==> src/logic/a800_pkg.sv <==
/*
 * Shared constants and types for the host glue of the 8-bit computer core.
 * Every RTL block that needs a width, a bank or machine code, or one of the
 * reset and mouse limits imports this package with a wildcard.
 */

package a800_pkg;

	// ========================================
	// Address widths
	// ========================================
	localparam int OS_AW      = 14;
	localparam int BASIC_AW   = 13;
	localparam int CPU_ROM_AW = 15;

	// Read value of padded or unmapped ROM space
	localparam logic [7:0] PAD_BYTE = 8'hFF;

	// ROM bank identity, also the order of the in-use mask
	typedef enum logic [1:0] {
		ROM_XL    = 2'd0,
		ROM_BASIC = 2'd1,
		ROM_OSA   = 2'd2,
		ROM_OSB   = 2'd3
	} rom_bank_e;

	// Machine selection as it arrives on the 2-bit input
	typedef enum logic [1:0] {
		MACH_XL_BASIC = 2'd0,
		MACH_XL       = 2'd1,
		MACH_OS_A_800 = 2'd2,
		MACH_OS_B_800 = 2'd3
	} machine_e;

	// ========================================
	// Load reset and mouse limits
	// ========================================
	localparam int LOAD_RESET_CYCLES = 64;
	localparam int LOAD_CNT_W        = $clog2(LOAD_RESET_CYCLES);

	localparam int MOUSE_STEP_MAX = 10;
	localparam int AXIS_MIN       = -128;
	localparam int AXIS_MAX       = 127;

endpackage

==> src/logic/rom_load_if.sv <==
/*
 * One decoded download write on its way to the ROM banks.
 * The decoder drives it through source, every bank listens through sink
 * and picks the strobes that carry its own bank code.
 */

`timescale 1ns/100ps

interface rom_load_if import a800_pkg::*; ();

	logic [OS_AW-1:0] addr;
	logic [7:0]       data;
	logic             wr;
	rom_bank_e        bank;

	modport source (
		output addr,
		output data,
		output wr,
		output bank
	);

	modport sink (
		input addr,
		input data,
		input wr,
		input bank
	);

endinterface

==> src/logic/rom_load_decode.sv <==
/*
 * Download index decoder and cold-reset generator.
 * Turns each download strobe into a bank write on the load bus, and after a
 * download that replaced an in-use system ROM raises load_reset_o for a
 * fixed number of clocks.
 */

`timescale 1ns/100ps

module rom_load_decode import a800_pkg::*; (
	input  logic             clk_sys,
	input  logic             areset,
	input  logic             dl_active_i,
	input  logic [7:0]       dl_index_i,
	input  logic [OS_AW-1:0] dl_addr_i,
	input  logic [7:0]       dl_data_i,
	input  logic             dl_wr_i,
	input  logic             boot_rom_off_i,
	input  logic [3:0]       bank_in_use_i,
	rom_load_if.source       load,
	output logic             load_reset_o
);

	logic                  sys_idx;
	logic                  boot_idx;
	logic                  active_q;
	logic                  dl_end;
	logic                  hit_q;
	logic                  start_q;
	logic [LOAD_CNT_W-1:0] cnt_q;

	// ========================================
	// Index decode
	// ========================================
	// Indices x4..x7 name a bank in their low bits
	assign sys_idx  = (dl_index_i[5:2] == 4'b0001);
	// Boot images use the top two bits, only while boot ROMs are enabled
	assign boot_idx = !boot_rom_off_i && (dl_index_i[5:0] == 6'd0);

	assign load.bank = sys_idx ? rom_bank_e'(dl_index_i[1:0]) : rom_bank_e'(dl_index_i[7:6]);
	assign load.wr   = dl_wr_i && (sys_idx || boot_idx);
	assign load.addr = dl_addr_i;
	assign load.data = dl_data_i;

	// ========================================
	// Load reset
	// ========================================
	assign dl_end = active_q && !dl_active_i;

	always_ff @(posedge clk_sys) begin
		if (areset) begin
			active_q     <= 1'b0;
			hit_q        <= 1'b0;
			start_q      <= 1'b0;
			cnt_q        <= '0;
			load_reset_o <= 1'b0;
		end else begin
			active_q <= dl_active_i;
			start_q  <= dl_end && hit_q;

			// Remember a write into a bank the running machine depends on
			if (dl_end)
				hit_q <= 1'b0;
			else if (load.wr && bank_in_use_i[load.bank])
				hit_q <= 1'b1;

			if (start_q) begin
				load_reset_o <= 1'b1;
				cnt_q        <= LOAD_CNT_W'(LOAD_RESET_CYCLES - 1);
			end else if (load_reset_o) begin
				if (cnt_q == '0)
					load_reset_o <= 1'b0;
				else
					cnt_q <= cnt_q - 1'b1;
			end
		end
	end

	// Host only strobes writes inside a download
	a_wr_in_download: assert property (@(posedge clk_sys) disable iff (areset)
		load.wr |-> dl_active_i);

endmodule

==> src/flat_wrapper.sv <==
// flat-port wrapper written by rule: the top's interface ports become plain ports
module rom_load_decode_flat import a800_pkg::*;
  (clk_sys, areset, dl_active_i, dl_index_i, dl_addr_i, dl_data_i, dl_wr_i, boot_rom_off_i, bank_in_use_i, load_reset_o, load_addr, load_data, load_wr, load_bank);
  rom_load_if load_i ();
  input  logic clk_sys;
  input  logic areset;
  input  logic dl_active_i;
  input  logic [7:0] dl_index_i;
  input  logic [OS_AW-1:0] dl_addr_i;
  input  logic [7:0] dl_data_i;
  input  logic dl_wr_i;
  input  logic boot_rom_off_i;
  input  logic [3:0] bank_in_use_i;
  output logic load_reset_o;
  output wire logic [$bits(load_i.addr)-1:0] load_addr;
  output wire logic [$bits(load_i.data)-1:0] load_data;
  output wire logic [$bits(load_i.wr)-1:0] load_wr;
  output wire logic [$bits(load_i.bank)-1:0] load_bank;
  assign load_addr = load_i.addr;
  assign load_data = load_i.data;
  assign load_wr = load_i.wr;
  assign load_bank = load_i.bank;
  rom_load_decode u_core (.clk_sys(clk_sys), .areset(areset), .dl_active_i(dl_active_i), .dl_index_i(dl_index_i), .dl_addr_i(dl_addr_i), .dl_data_i(dl_data_i), .dl_wr_i(dl_wr_i), .boot_rom_off_i(boot_rom_off_i), .bank_in_use_i(bank_in_use_i), .load(load_i), .load_reset_o(load_reset_o));
endmodule
==> config.mk <==
export PLATFORM = sky130hd
export DESIGN_NAME = rom_load_decode_flat
export DESIGN_NICKNAME = d
export VERILOG_FILES = /design/src/logic/a800_pkg.sv /design/src/logic/rom_load_if.sv /design/src/logic/rom_load_decode.sv /design/src/flat_wrapper.sv
export SDC_FILE = /design/constraint.sdc
export NUM_CORES = 1
export LEC_CHECK = 0
export BUFFER_PORTS_ARGS = -buffer_cell sky130_fd_sc_hd__clkbuf_2
export CORE_MARGIN = 2
export CORE_UTILIZATION = 32
export CTS_CLUSTER_DIAMETER = 150
export CTS_CLUSTER_SIZE = 24
export DETAILED_ROUTE_END_ITERATION = 7
export PLACE_DENSITY = 0.87
export SLEW_MARGIN = 20
export SYNTH_ARGS = -nofsm -noshare
export SYNTH_HDL_FRONTEND = slang
export SYNTH_SLANG_ARGS = --single-unit
==> constraint.sdc <==
create_clock -name clk_sys -period 1.3 [get_ports clk_sys]
set_input_delay 0.065 -clock clk_sys [delete_from_list [all_inputs] [get_ports clk_sys]]
set_output_delay 0.065 -clock clk_sys [all_outputs]
set_load 0.05 [all_outputs]
Yosys cells after proc, flatten, opt, wreduce, memory -nomap -nowiden
Index checks and enable logic that the tools add are counted.
{"block": "word_totals", "register_bits": 10, "out_inout_bits": 26}
{"block": "op_classes", "addsub": 1, "order_cmp": 1, "n_eq_ne": 2, "muxes": 9, "n_reduce_logical": 13}
{"operator": "6-bit two-way mux", "n": 3}
{"operator": "6-bit zero test", "n": 2}
{"operator": "6-bit by 1-bit subtractor with 6-bit output, second input constant", "n": 1}
{"operator": "1-bit logical AND", "n": 5}
{"operator": "4-bit by 1-bit == test with 1-bit output, second input constant", "n": 1}
{"operator": "1-bit two-way mux", "n": 4}
{"operator": "2-bit by 3-bit < comparator with 1-bit output, second input constant", "n": 1}
{"operator": "1-bit binary-select mux with 2-bit select", "n": 1}
{"operator": "1-bit zero test", "n": 2}
{"operator": "2-bit two-way mux", "n": 1}
{"operator": "2-bit by 1-bit inequality test with 1-bit output, second input constant", "n": 1}
{"operator": "2-bit AND reduction", "n": 1}
{"operator": "2-bit nonzero test", "n": 1}
{"operator": "2-bit OR reduction", "n": 1}
{"operator": "1-bit logical OR", "n": 1}

Longest topological paths before layout
Gate-level depths: netlist of run 1.
{"block": "logic_depth", "depth_word": 5, "depth_mapped": 6}

Worst setup path after synthesis of run 1
No wires, ideal clock.
{"block": "synth_timing", "kind": "input to register", "startpoint": "in dl_index_i[3]", "endpoint": "reg u_core.hit_q", "t_arrival_ns": 1.421, "slack_ns": -0.250, "stages": 5, "cell_sequence": "nor4b_4 mux2_4 mux4_2 a21oi_2 nor3_2"}
{"block": "synth_via", "elab_chain_cells": 5}
{"item": "from (decl)", "line": "flat_wrapper.sv:8", "source": "input logic [7:0] dl_index_i;"}
{"item": "4-bit by 1-bit == test with 1-bit output", "line": "rom_load_decode.sv:36", "source": "assign sys_idx = (dl_index_i[5:2] == 4'b0001);"}
{"item": "2-bit two-way mux", "line": "rom_load_decode.sv:40", "source": "assign load.bank = sys_idx ? rom_bank_e'(dl_index_i[1:0]) : rom_bank_e'(dl_index_i[7:6]);"}
{"item": "net load_bank[1]", "line": "flat_wrapper.sv:18", "source": "output wire logic [$bits(load_i.bank)-1:0] load_bank;"}
{"item": "1-bit binary-select mux with 2-bit select", "line": "rom_load_decode.sv:64", "source": "else if (load.wr && bank_in_use_i[load.bank])"}
{"item": "1-bit two-way mux (not written as such)", "line": "rom_load_decode.sv:64"}
{"item": "1-bit logical AND", "line": "rom_load_decode.sv:64"}
{"item": "to (signal assigned)", "line": "rom_load_decode.sv:53", "source": "hit_q <= 1'b0;"}
{"item": "to (signal assigned)", "line": "rom_load_decode.sv:63", "source": "hit_q <= 1'b0;"}
{"item": "to (signal assigned)", "line": "rom_load_decode.sv:65", "source": "hit_q <= 1'b1;"}
{"item": "to (decl)", "line": "rom_load_decode.sv:28", "source": "logic hit_q;"}
The timed path passes the listed nets, and every way through them passes these cells. The select of a mux whose other input is x is not followed.
A chain may end at the register's enable or synchronous reset.

Worst setup path in the final report of run 1
{"block": "layout_timing", "startpoint": "reg u_core.cnt_q[1]", "endpoint": "reg u_core.cnt_q[0]"}
{"block": "layout_via", "elab_chain_cells": 3}
{"item": "from (decl)", "line": "rom_load_decode.sv:30", "source": "logic [LOAD_CNT_W-1:0] cnt_q;"}
{"item": "from (signal assigned)", "line": "rom_load_decode.sv:69", "source": "cnt_q <= LOAD_CNT_W'(LOAD_RESET_CYCLES - 1);"}
{"item": "from (signal assigned)", "line": "rom_load_decode.sv:74", "source": "cnt_q <= cnt_q - 1'b1;"}
{"item": "6-bit zero test", "line": "rom_load_decode.sv:71", "source": "if (cnt_q == '0)"}
{"item": "2-bit by 1-bit inequality test with 1-bit output (no line)"}
{"item": "2-bit AND reduction (no line)"}
No other way between the ends.

==> results of run 1 <==
-- layout by cell type (no fill, tap or decap), types with 3 or more instances in the layout --
cell	count
dfxtp_2	3
clkbuf_4	3
xor2_1	4
dfxtp_1	7
clkbuf_2	18
nor2_1	3
buf_4	5
a21oi_1	6
-- cells in the mapped netlist, drive strengths merged --
| library cell | instances | area [um^2] |
|---|---|---|
| a21oi | 7 | 38.79 |
| a31oi | 1 | 12.51 |
| and3b | 1 | 8.760 |
| buf | 22 | 165.2 |
| clkbuf | 1 | 3.750 |
| dfxtp | 10 | 200.2 |
| ha | 2 | 25.02 |
| inv | 4 | 15.01 |
| mux2 | 2 | 26.27 |
| mux4 | 1 | 22.52 |
| nand2 | 3 | 11.26 |
| nand3 | 2 | 10.01 |
| nor2 | 5 | 18.77 |
| nor2b | 2 | 12.51 |
| nor3 | 4 | 25.02 |
| nor4b | 1 | 23.77 |
| o211a | 1 | 10.01 |
| o21ai | 1 | 5.000 |
| xnor2 | 1 | 8.760 |
| xor2 | 4 | 35.03 |
-- report_power, final --
part	internal [mW]	switching, mW
clock	0.107	0.101
sequential	0.309	0.000751
combinational	0.0422	0.0440
-- sequential cells by signal, summed over array words and instances (netlist names) --
name and flops:
u_core.active_q 1, u_core.cnt_q 6, u_core.start_q 1, u_core.load_reset_o 1, u_core.hit_q 1
-- layout make-up --
type / instances / area [um^2]
Inverter: 4 / 15.01
Fill cell: 187 / 1200
Multi-Input combinational cell: 38 / 341.6
Tap cell: 27 / 33.78
Timing Repair Buffer: 26 / 165.2
Sequential cell: 10 / 203.9
Clock buffer: 3 / 22.52
-- what timing repair did --
action,4_1_cts,5_1_grt
setup buffers,0,3
hold buffers,0,0
pin swaps,1,12
setup endpoints to repair,1,7
gates resized for setup,1,19
-- logic make-up after synthesis --
group | share of synthesized area (%)
flops | 29.52
xor+xnor | 6.457
fa+ha+maj | 3.689
compound gates | 9.778
buf+inv | 27.12
simple gates | 16.24
mux | 7.195
-- layer usage --
metal,GRT usage (%),wire (um),vias to the layer above
met2,16.67,707,33
met3,6.061,173,5
li1,-,-,239
met5,0,0,-
met1,11.05,456,227
met4,5.556,24,0
-- through the flow --
step / cells / util (%) / area [um^2]
3_5_place_dp: 102 / 34.09 / 675.6
6_report: 108 / 39.46 / 782.0
3_3_place_gp: 102 / 34.09 / 675.6
2_1_floorplan: 75 / - / 688.2
5_1_grt: 108 / 39.46 / 782.0
4_1_cts: 105 / 35.67 / 706.9
-- worst max-delay path: cells and delay by family (launching register included) --
family	cells	cell delay, ns
compound gates	2	0.35
flops	1	0.35
buf+inv	2	0.22
fa+ha+maj	1	0.16
xor+xnor	1	0.11
-- worst paths after layout --
check                           cells past startpoint                   to  slack [ns]       startpoint
worst max-delay path                                6      u_core.cnt_q[0]       -0.02  u_core.cnt_q[1]
worst min-delay path                                2      u_core.active_q        0.04      dl_active_i
worst max register to register                      6      u_core.cnt_q[0]       -0.02  u_core.cnt_q[1]
worst min register to register                      2  u_core.load_reset_o        0.46   u_core.start_q
==> results.md, run 1 <==
- Outcome: finished, violations left
- Violations in the final reports: setup timing
- All-Layer GR Usage: 10.59%
- Synthesized instance count: 75
- Clk Tree Root Cell: clkbuf_4
- Pwr Total: 0.6035 mW
- CTS tree: yes
- Die width: 50.04 um
- CTS buffer count: 3
- Max-slew headroom: 81.79%
- Max clock buf depth: 2
- DRC errors left: 0
- Critical-path cell list: inv_2 -> ha_4 -> a31oi_4 -> buf_4 -> xnor2_1 -> a21oi_1
- GR Overflow Total: 0
- Ant diodes: 0
- Final Hold Vio Count: 0
- Cell area power density: 771.7 nW/um^2
- H-Tree Depth: 1
- Final Max Slew Viols: 0
- Place WS: -0.3208 ns
- WL/cell: 12.61 um
- Sequential-to-total area share from yosys stat: 29.52%
- Hold WC Path Type: in2reg
- LEAKAGE: 0.3256 nW
- Worst EP required: 1.45 ns
- Ports: 65
- Minimum clock period: 1.316 ns
- CP Data Arrival Time: 1.46 ns
- Fin crit share: 101.2%
- First-pass GRT wire length: 1938 um
- DR vias: 504
- Clock transition at path regs: 0.06 ns
- Slew of the pin with the lowest slew margin: 0.2720 ns
- Worst hold slack: 0.04221 ns
- Number of library cell types mapped by synthesis: 23
- Clock skew: 0.002154 ns
- Final wirelength: 1362 um
- Critical path class: reg2reg
- Number of global-route vias before repair: 449
- P&R area growth vs syn: 15.31%
- Syn Area/Cell: 9.042 um^2
- Syn. warnings: 0
- Critical Path End Type: flop
- Vias per cell: 4.667
- CP peak stage delay: 0.35 ns
- Synth Cell Area: 678.2 um^2
- Clk_lat worst skew: 0.26 ns
- Port Buffers: 20
- Pin count of the biggest net entering global routing: 11
- Total of max-cap violations: 0
- Final setup margin: -0.01603 ns
- 1st-pass router iterations: 2
- Nets: 124
- Fmax achieved: 759.9 MHz
- Full die area: 2504 um^2
- Peak supply drop: 478.0 uV
- Setup violators final: 2
- CTS sink count: 10
- Gpl congestion: 0.7577
- Initial antenna violation count: 0
- RSZ-0062 raised after global routing: yes
- Final ANT Viol Nets: 0
- Mapped Nets: 116
- Worst-path fanout max: 6
- Synthesized flop and latch total: 10
- Critical Path Start Type: flop
- Rows: 16
- Chip Height: 50.04 um
- Share of cells above drive strength 1: 60.49%
- Initial Utilization: 34.22%
- Initial DRC Count: 1
- Post-DP HPWL: 986.2 um
- Setup TNS: -0.02846 ns
- Core area: 1982 um^2
- Worst-path cell with the longest stage delay: dfxtp_2
(Power assumes the default switching activity.)
==> run 2: changes to the inputs <==
--- a/config.mk
+++ b/config.mk
@@ -7,11 +7,11 @@
 export LEC_CHECK = 0
 export BUFFER_PORTS_ARGS = -buffer_cell sky130_fd_sc_hd__clkbuf_2
 export CORE_MARGIN = 2
-export CORE_UTILIZATION = 32
+export CORE_UTILIZATION = 38
 export CTS_CLUSTER_DIAMETER = 150
 export CTS_CLUSTER_SIZE = 24
 export DETAILED_ROUTE_END_ITERATION = 7
-export PLACE_DENSITY = 0.87
+export PLACE_DENSITY = 0.95
 export SLEW_MARGIN = 20
 export SYNTH_ARGS = -nofsm -noshare
 export SYNTH_HDL_FRONTEND = slang
==> constraint.sdc (replaced) <==
create_clock -name clk_sys -period 1.57 [get_ports clk_sys]
set_input_delay 0.0785 -clock clk_sys [delete_from_list [all_inputs] [get_ports clk_sys]]
set_output_delay 0.0785 -clock clk_sys [all_outputs]
set_load 0.05 [all_outputs]
==> results.md, run 2 (same netlist as run 1, synthesis figures left out) <==
- DR vias: 466 (was 504)
- Ant diodes: 0 (unchanged)
- CTS resizes: 0 (was 1)
- FF-to-FF path depth: 6 (unchanged)
- Setup violators final: 0 (was 2)
- Fillers: 168 (was 187)
- GRT met1 Usage: 13.24% (was 11.05%)
- First-pass GRT wire length: 1814 um (was 1938 um)
- Cell area power density: 723.5 nW/um^2 (was 771.7 nW/um^2)
- Outcome: complete, no violations (was finished, violations left)
- Pin count of the biggest net entering global routing: 11 (unchanged)
- DRC errors left: 0 (unchanged)
- All-Layer GR Usage: 12.34% (was 10.59%)
- Final wirelength: 1133 um (was 1362 um)
- Critical path class: reg2reg (unchanged)
- Vias per cell: 4.614 (was 4.667)
- Worst-path fanout max: 6 (unchanged)
- Highest-count cells in the layout ignoring fill and taps: clkbuf_2 (20), dfxtp_1 (10), a21oi_1 (6) (was clkbuf_2 (18), dfxtp_1 (7), a21oi_1 (6))
- Initial DRC Count: 4 (was 1)
- Slew of the pin with the lowest slew margin: 0.2722 ns (was 0.2720 ns)
- Clk Tree Root Cell: clkbuf_4 (unchanged)
- P&R area growth vs syn: 0.1846% (was 15.31%)
- R2r startpoint: u_core.cnt_q[0] (was u_core.cnt_q[1])
- CP Data Arrival Time: 1.58 ns (was 1.46 ns)
- Top Usage Layer GRT: met2 (unchanged)
- Clk_lat worst skew: 0.26 ns (about the same)
- Fin crit share: 89.20% (was 101.2%)
- Initial Utilization: 39.71% (was 34.22%)
- Die width: 46.25 um (was 50.04 um)
- Critical Path Start Type: flop (unchanged)
- Critical Path End Type: flop (unchanged)
- Fmax achieved: 714.1 MHz (was 759.9 MHz)
- Max clock buf depth: 2 (unchanged)
- Max reg flops: 6 (unchanged)
- Full die area: 2139 um^2 (was 2504 um^2)
- Met2 usage: 19.72% (was 16.67%)
- Rows: 15 (was 16)
- Gpl congestion: 0.7204 (was 0.7577)
- Crit path from: u_core.cnt_q[0] (was u_core.cnt_q[1])
- DP Area: 648.1 um^2 (was 675.6 um^2)
- 1st-pass router iterations: 2 (unchanged)
- LEAKAGE: 0.2845 nW (was 0.3256 nW)
- H-Tree Depth: 1 (unchanged)
- Final Instance Area: 679.4 um^2 (was 782.0 um^2)
- Setup crit end: u_core.cnt_q[4] (was u_core.cnt_q[0])
- Multi-input combinational cell area: 302.8 um^2 (was 341.6 um^2)
- Logic pwr share: 13.5% (was 14.3%)
- Final ANT Viol Nets: 0 (unchanged)
- Final Hold Vio Count: 0 (unchanged)
- Core area: 1708 um^2 (was 1982 um^2)
- Setup TNS: 0 ns (was -0.02846 ns)
- GR Overflow Total: 0 (unchanged)
- Total of max-cap violations: 0 (unchanged)
- Placed cell count: 98 (was 102)
- Reg with most FFs: u_core.cnt_q (unchanged)
- Switching Fraction: 23.86% (was 24.16%)
- Post-DP HPWL: 938.3 um (was 986.2 um)
- Reg area: 200.2 um^2 (was 203.9 um^2)
- Ports: 65 (unchanged)
- CTS buffer count: 3 (unchanged)
- Number of global-route vias before repair: 465 (was 449)
- Worst EP required: 1.75 ns (was 1.45 ns)
- Worst hold slack: 0.05991 ns (was 0.04221 ns)
- Commonest non-fill, non-tap cell in the layout: clkbuf_2 (unchanged)
- Share of cells above drive strength 1: 40.79% (was 60.49%)
- Chip Height: 46.25 um (was 50.04 um)
- Clock transition at path regs: 0.06 ns (about the same)
- Hold buffers post-CTS: 0 (unchanged)
- Final Max Slew Viols: 0 (unchanged)
- Flop-to-flop setup slack: 0.17 ns (was -0.02 ns)
- Sequential share of power: 52.1% (was 51.3%)
- Post-route insts no fill: 101 (was 108)
- Worst reg2reg path endpoint: u_core.cnt_q[4] (was u_core.cnt_q[0])
- Initial antenna violation count: 0 (unchanged)
- Sw Pwr: 0.1173 mW (was 0.1458 mW)
- Max-slew headroom: 81.78% (was 81.79%)
- Port Buffers: 20 (unchanged)
- Core Util, Final: 39.78% (was 39.46%)
- RSZ-0062 raised after global routing: no (was yes)
- Peak supply drop: 344.0 uV (was 478.0 uV)
- Power Internal: 0.3743 mW (was 0.4577 mW)
- WL/cell: 11.22 um (was 12.61 um)
- # Post-CTS Setup Buffers: 0 (unchanged)
- GR Util met3: 3.137% (was 6.061%)
- Clock skew: 0.003218 ns (was 0.002154 ns)
- CTS tree: yes (unchanged)
- Clock share of power: 34.4% (was 34.5%)
- Minimum clock period: 1.400 ns (was 1.316 ns)
- Nets: 119 (was 124)
- Hold WC Path Type: in2reg (unchanged)
- CTS sink count: 10 (unchanged)
==> run 2: layout make-up <==
| cell class | count | share of cell area [%] |
|---|---|---|
| tap | 25 | 4.604 |
| inverter | 4 | 2.210 |
| multi-input combinational | 38 | 44.57 |
| timing repair buffer | 21 | 15.84 |
| sequential | 10 | 29.47 |
| clock buffer | 3 | 3.315 |
==> run 2: through the flow <==
stage          setup slack (ns)  power, mW
2_1_floorplan          0.006272     0.4501
3_3_place_gp           -0.01639     0.3261
3_5_place_dp           -0.06880     0.3286
4_1_cts                 0.09186     0.4989
5_1_grt                 0.05248     0.5162
6_report                 0.1696     0.4916
==> run 2: routing by layer <==
layer  vias to the layer above  part of all wire, %
met5                         -                    0
met3                         4                   14
met4                         0                 0.88
li1                        230                    -
met2                        28                   48
met1                       204                   37
==> run 2: how the worst min path moves through the flow <==
stage,startpoint,endpoint,slack (ns),cells after the start
3_5_place_dp,dl_addr_i[2],load_addr[2],0.16,0
5_1_grt,dl_active_i,u_core.active_q,0.07,2
3_3_place_gp,dl_addr_i[2],load_addr[2],0.16,0
6_report,dl_active_i,u_core.active_q,0.06,2
2_1_floorplan,dl_active_i,u_core.active_q,0.21,1
4_1_cts,dl_active_i,u_core.active_q,0.05,2
==> run 2: power by group through the flow <==
stage          Combinational [mW]  Sequential (mW)  Clock, mW
5_1_grt                    0.0718            0.256      0.188
6_report                   0.0661            0.256      0.169
3_5_place_dp               0.0665            0.262          0
4_1_cts                    0.0667            0.256      0.176
3_3_place_gp               0.0642            0.262          0
2_1_floorplan               0.188            0.262          0
==> run 2: worst max-delay path, cell delays in order (launching register included) <==
cell and delay [ns]:
dfxtp_1 0.37, inv_1 0.07, ha_1 0.23, a31oi_4 0.22, nand3_1 0.12, xor2_1 0.15
a21oi_1 0.16
==> run 3: changes to the inputs <==
--- a/config.mk
+++ b/config.mk
@@ -7,11 +7,12 @@
 export LEC_CHECK = 0
 export BUFFER_PORTS_ARGS = -buffer_cell sky130_fd_sc_hd__clkbuf_2
 export CORE_MARGIN = 2
-export CORE_UTILIZATION = 38
+export CORE_UTILIZATION = 35
 export CTS_CLUSTER_DIAMETER = 150
 export CTS_CLUSTER_SIZE = 24
 export DETAILED_ROUTE_END_ITERATION = 7
-export PLACE_DENSITY = 0.95
+export PLACE_DENSITY = 0.9
+export SKIP_CTS_REPAIR_TIMING = 1
 export SLEW_MARGIN = 20
 export SYNTH_ARGS = -nofsm -noshare
 export SYNTH_HDL_FRONTEND = slang
==> constraint.sdc (replaced) <==
create_clock -name clk_sys -period 1.4 [get_ports clk_sys]
set_input_delay 0.07 -clock clk_sys [delete_from_list [all_inputs] [get_ports clk_sys]]
set_output_delay 0.07 -clock clk_sys [all_outputs]
set_load 0.05 [all_outputs]
==> results.md, run 3 (same netlist as run 1, synthesis figures left out) <==
- H-Tree Depth: 1 (unchanged)
- Vias per cell: 4.686 (was 4.614)
- Peak supply drop: 453.5 uV (was 344.0 uV)
- Chip Height: 48.02 um (was 46.25 um)
- Port Buffers: 20 (unchanged)
- Slew of the pin with the lowest slew margin: 0.3071 ns (was 0.2722 ns)
- Reg with most FFs: u_core.cnt_q (unchanged)
- Core area: 1783 um^2 (was 1708 um^2)
- CP Data Arrival Time: 1.46 ns (was 1.58 ns)
- CTS buffer count: 3 (unchanged)
- Initial Utilization: 38.04% (was 39.71%)
- Setup violators final: 0 (unchanged)
- Final Max Slew Viols: 0 (unchanged)
- Post-DP HPWL: 889.4 um (was 938.3 um)
- Gpl congestion: 0.7336 (was 0.7204)
- Critical Path Start Type: flop (unchanged)
- Critical Path End Type: flop (unchanged)
- DR vias: 478 (was 466)
- Hold WC Path Type: in2reg (unchanged)
- Max-slew headroom: 79.45% (was 81.78%)
- Final wirelength: 1128 um (was 1133 um)
- Number of global-route vias before repair: 454 (was 465)
- Ant diodes: 0 (unchanged)
- Max clock buf depth: 2 (unchanged)
- Final Instance Area: 696.9 um^2 (was 679.4 um^2)
- Pin count of the biggest net entering global routing: 11 (unchanged)
- LEAKAGE: 0.2903 nW (was 0.2845 nW)
- P&R area growth vs syn: 2.768% (was 0.1846%)
- Fillers: 189 (was 168)
- GR Overflow Total: 0 (unchanged)
- Fin crit share: 94.43% (was 89.20%)
- Initial DRC Count: 7 (was 4)
- Share of cells above drive strength 1: 46.75% (was 40.79%)
- All-Layer GR Usage: 12.10% (was 12.34%)
- DRC errors left: 0 (unchanged)
- Minimum clock period: 1.322 ns (was 1.400 ns)
- Multi-input combinational cell area: 310.3 um^2 (was 302.8 um^2)
- Pwr Total: 0.5479 mW (was 0.4916 mW)
- Cell area power density: 786.2 nW/um^2 (was 723.5 nW/um^2)
- Worst EP required: 1.54 ns (was 1.75 ns)
- First-pass GRT wire length: 1890 um (was 1814 um)
- Rows: 15 (unchanged)
- CTS tree: yes (unchanged)
- Ports: 65 (unchanged)
- DP Area: 656.9 um^2 (was 648.1 um^2)
- Nets: 120 (was 119)
- Worst-path fanout max: 6 (unchanged)
- Clk Tree Root Cell: clkbuf_4 (unchanged)
- Reg area: 202.7 um^2 (was 200.2 um^2)
- CTS sink count: 10 (unchanged)
- Max reg flops: 6 (unchanged)
- Die width: 48.02 um (was 46.25 um)
- WL/cell: 11.06 um (was 11.22 um)
- Fmax achieved: 756.4 MHz (was 714.1 MHz)
- Clock transition at path regs: 0.06 ns (about the same)
- Total of max-cap violations: 0 (unchanged)
- Critical path class: reg2reg (unchanged)
- Initial antenna violation count: 0 (unchanged)
- RSZ-0062 raised after global routing: yes (was no)
- Outcome: complete, no violations (unchanged)
- 1st-pass router iterations: 4 (was 2)
- Final ANT Viol Nets: 0 (unchanged)
- Commonest non-fill, non-tap cell in the layout: clkbuf_2 (unchanged)
- Clk_lat worst skew: 0.26 ns (about the same)
- Full die area: 2305 um^2 (was 2139 um^2)
- Clock skew: 0.002596 ns (was 0.003218 ns)
- Highest-count cells in the layout ignoring fill and taps: clkbuf_2 (20), dfxtp_1 (8), a21oi_1 (6) (was clkbuf_2 (20), dfxtp_1 (10), a21oi_1 (6))
- Final Hold Vio Count: 0 (unchanged)
==> run 3: cell count changes in the layout (fill, tap and decap cells not counted) <==
cell	previous run	this run
dfxtp_1	10	8
dfxtp_2	0	2
buf_4	1	2
ha_1	2	1
ha_2	0	1
nand3_1	2	1
nand3_2	0	1
==> run 3: worst max-delay path, stage by stage, from the launching register on <==
cell     delay [ns]
dfxtp_1        0.33
inv_1          0.06
ha_2           0.20
a31oi_4        0.26
buf_4          0.17
nand2_1        0.04
o21ai_0        0.06
a21oi_1        0.08
==> run 3: worst paths after layout <==
| kind | from | end | slack (ns) | depth (start not counted) |
|---|---|---|---|---|
| max | u_core.cnt_q[0] | u_core.cnt_q[1] | 0.08 | 7 |
| min | dl_active_i | u_core.active_q | 0.05 | 2 |
| max reg2reg | u_core.cnt_q[0] | u_core.cnt_q[1] | 0.08 | 7 |
| min reg2reg | u_core.start_q | u_core.load_reset_o | 0.49 | 2 |
==> run 3: cell type report <==
| cell class | instances | share of cell area (%) |
|---|---|---|
| clock buffers | 3 | 3.232 |
| inverters | 4 | 2.154 |
| multi-input cells | 38 | 44.52 |
| flip-flops and latches | 10 | 29.08 |
| well taps | 25 | 4.488 |
| repair buffers | 22 | 16.52 |
==> run 3: metal layers <==
layer	GRT usage (%)	up-vias	wire length [um]
met5	0	-	0
met4	8.649	0	26
met3	4.906	6	119
met2	18.40	38	544
met1	13.61	202	437
li1	-	232	-
==> run 3: per-stage QoR <==
step	hold WS (ns)	TNS, ns	utilization, %	setup WS (ns)	cells
CTS	0.04582	0	38.11	0.03764	102
detailed placement	0.1403	-0.2023	36.84	-0.2023	99
global placement	0.1403	-0.1610	36.84	-0.1610	99
global route	0.03902	-0.07095	39.09	-0.02463	102
finish	0.04691	0	39.09	0.07799	102
floorplan	0.1982	-0.1386	-	-0.1386	75
==> run 3: power breakdown <==
group	switching [mW]	internal (mW)
registers	0.000732	0.287
logic	0.0397	0.0343
clock network	0.0877	0.0988
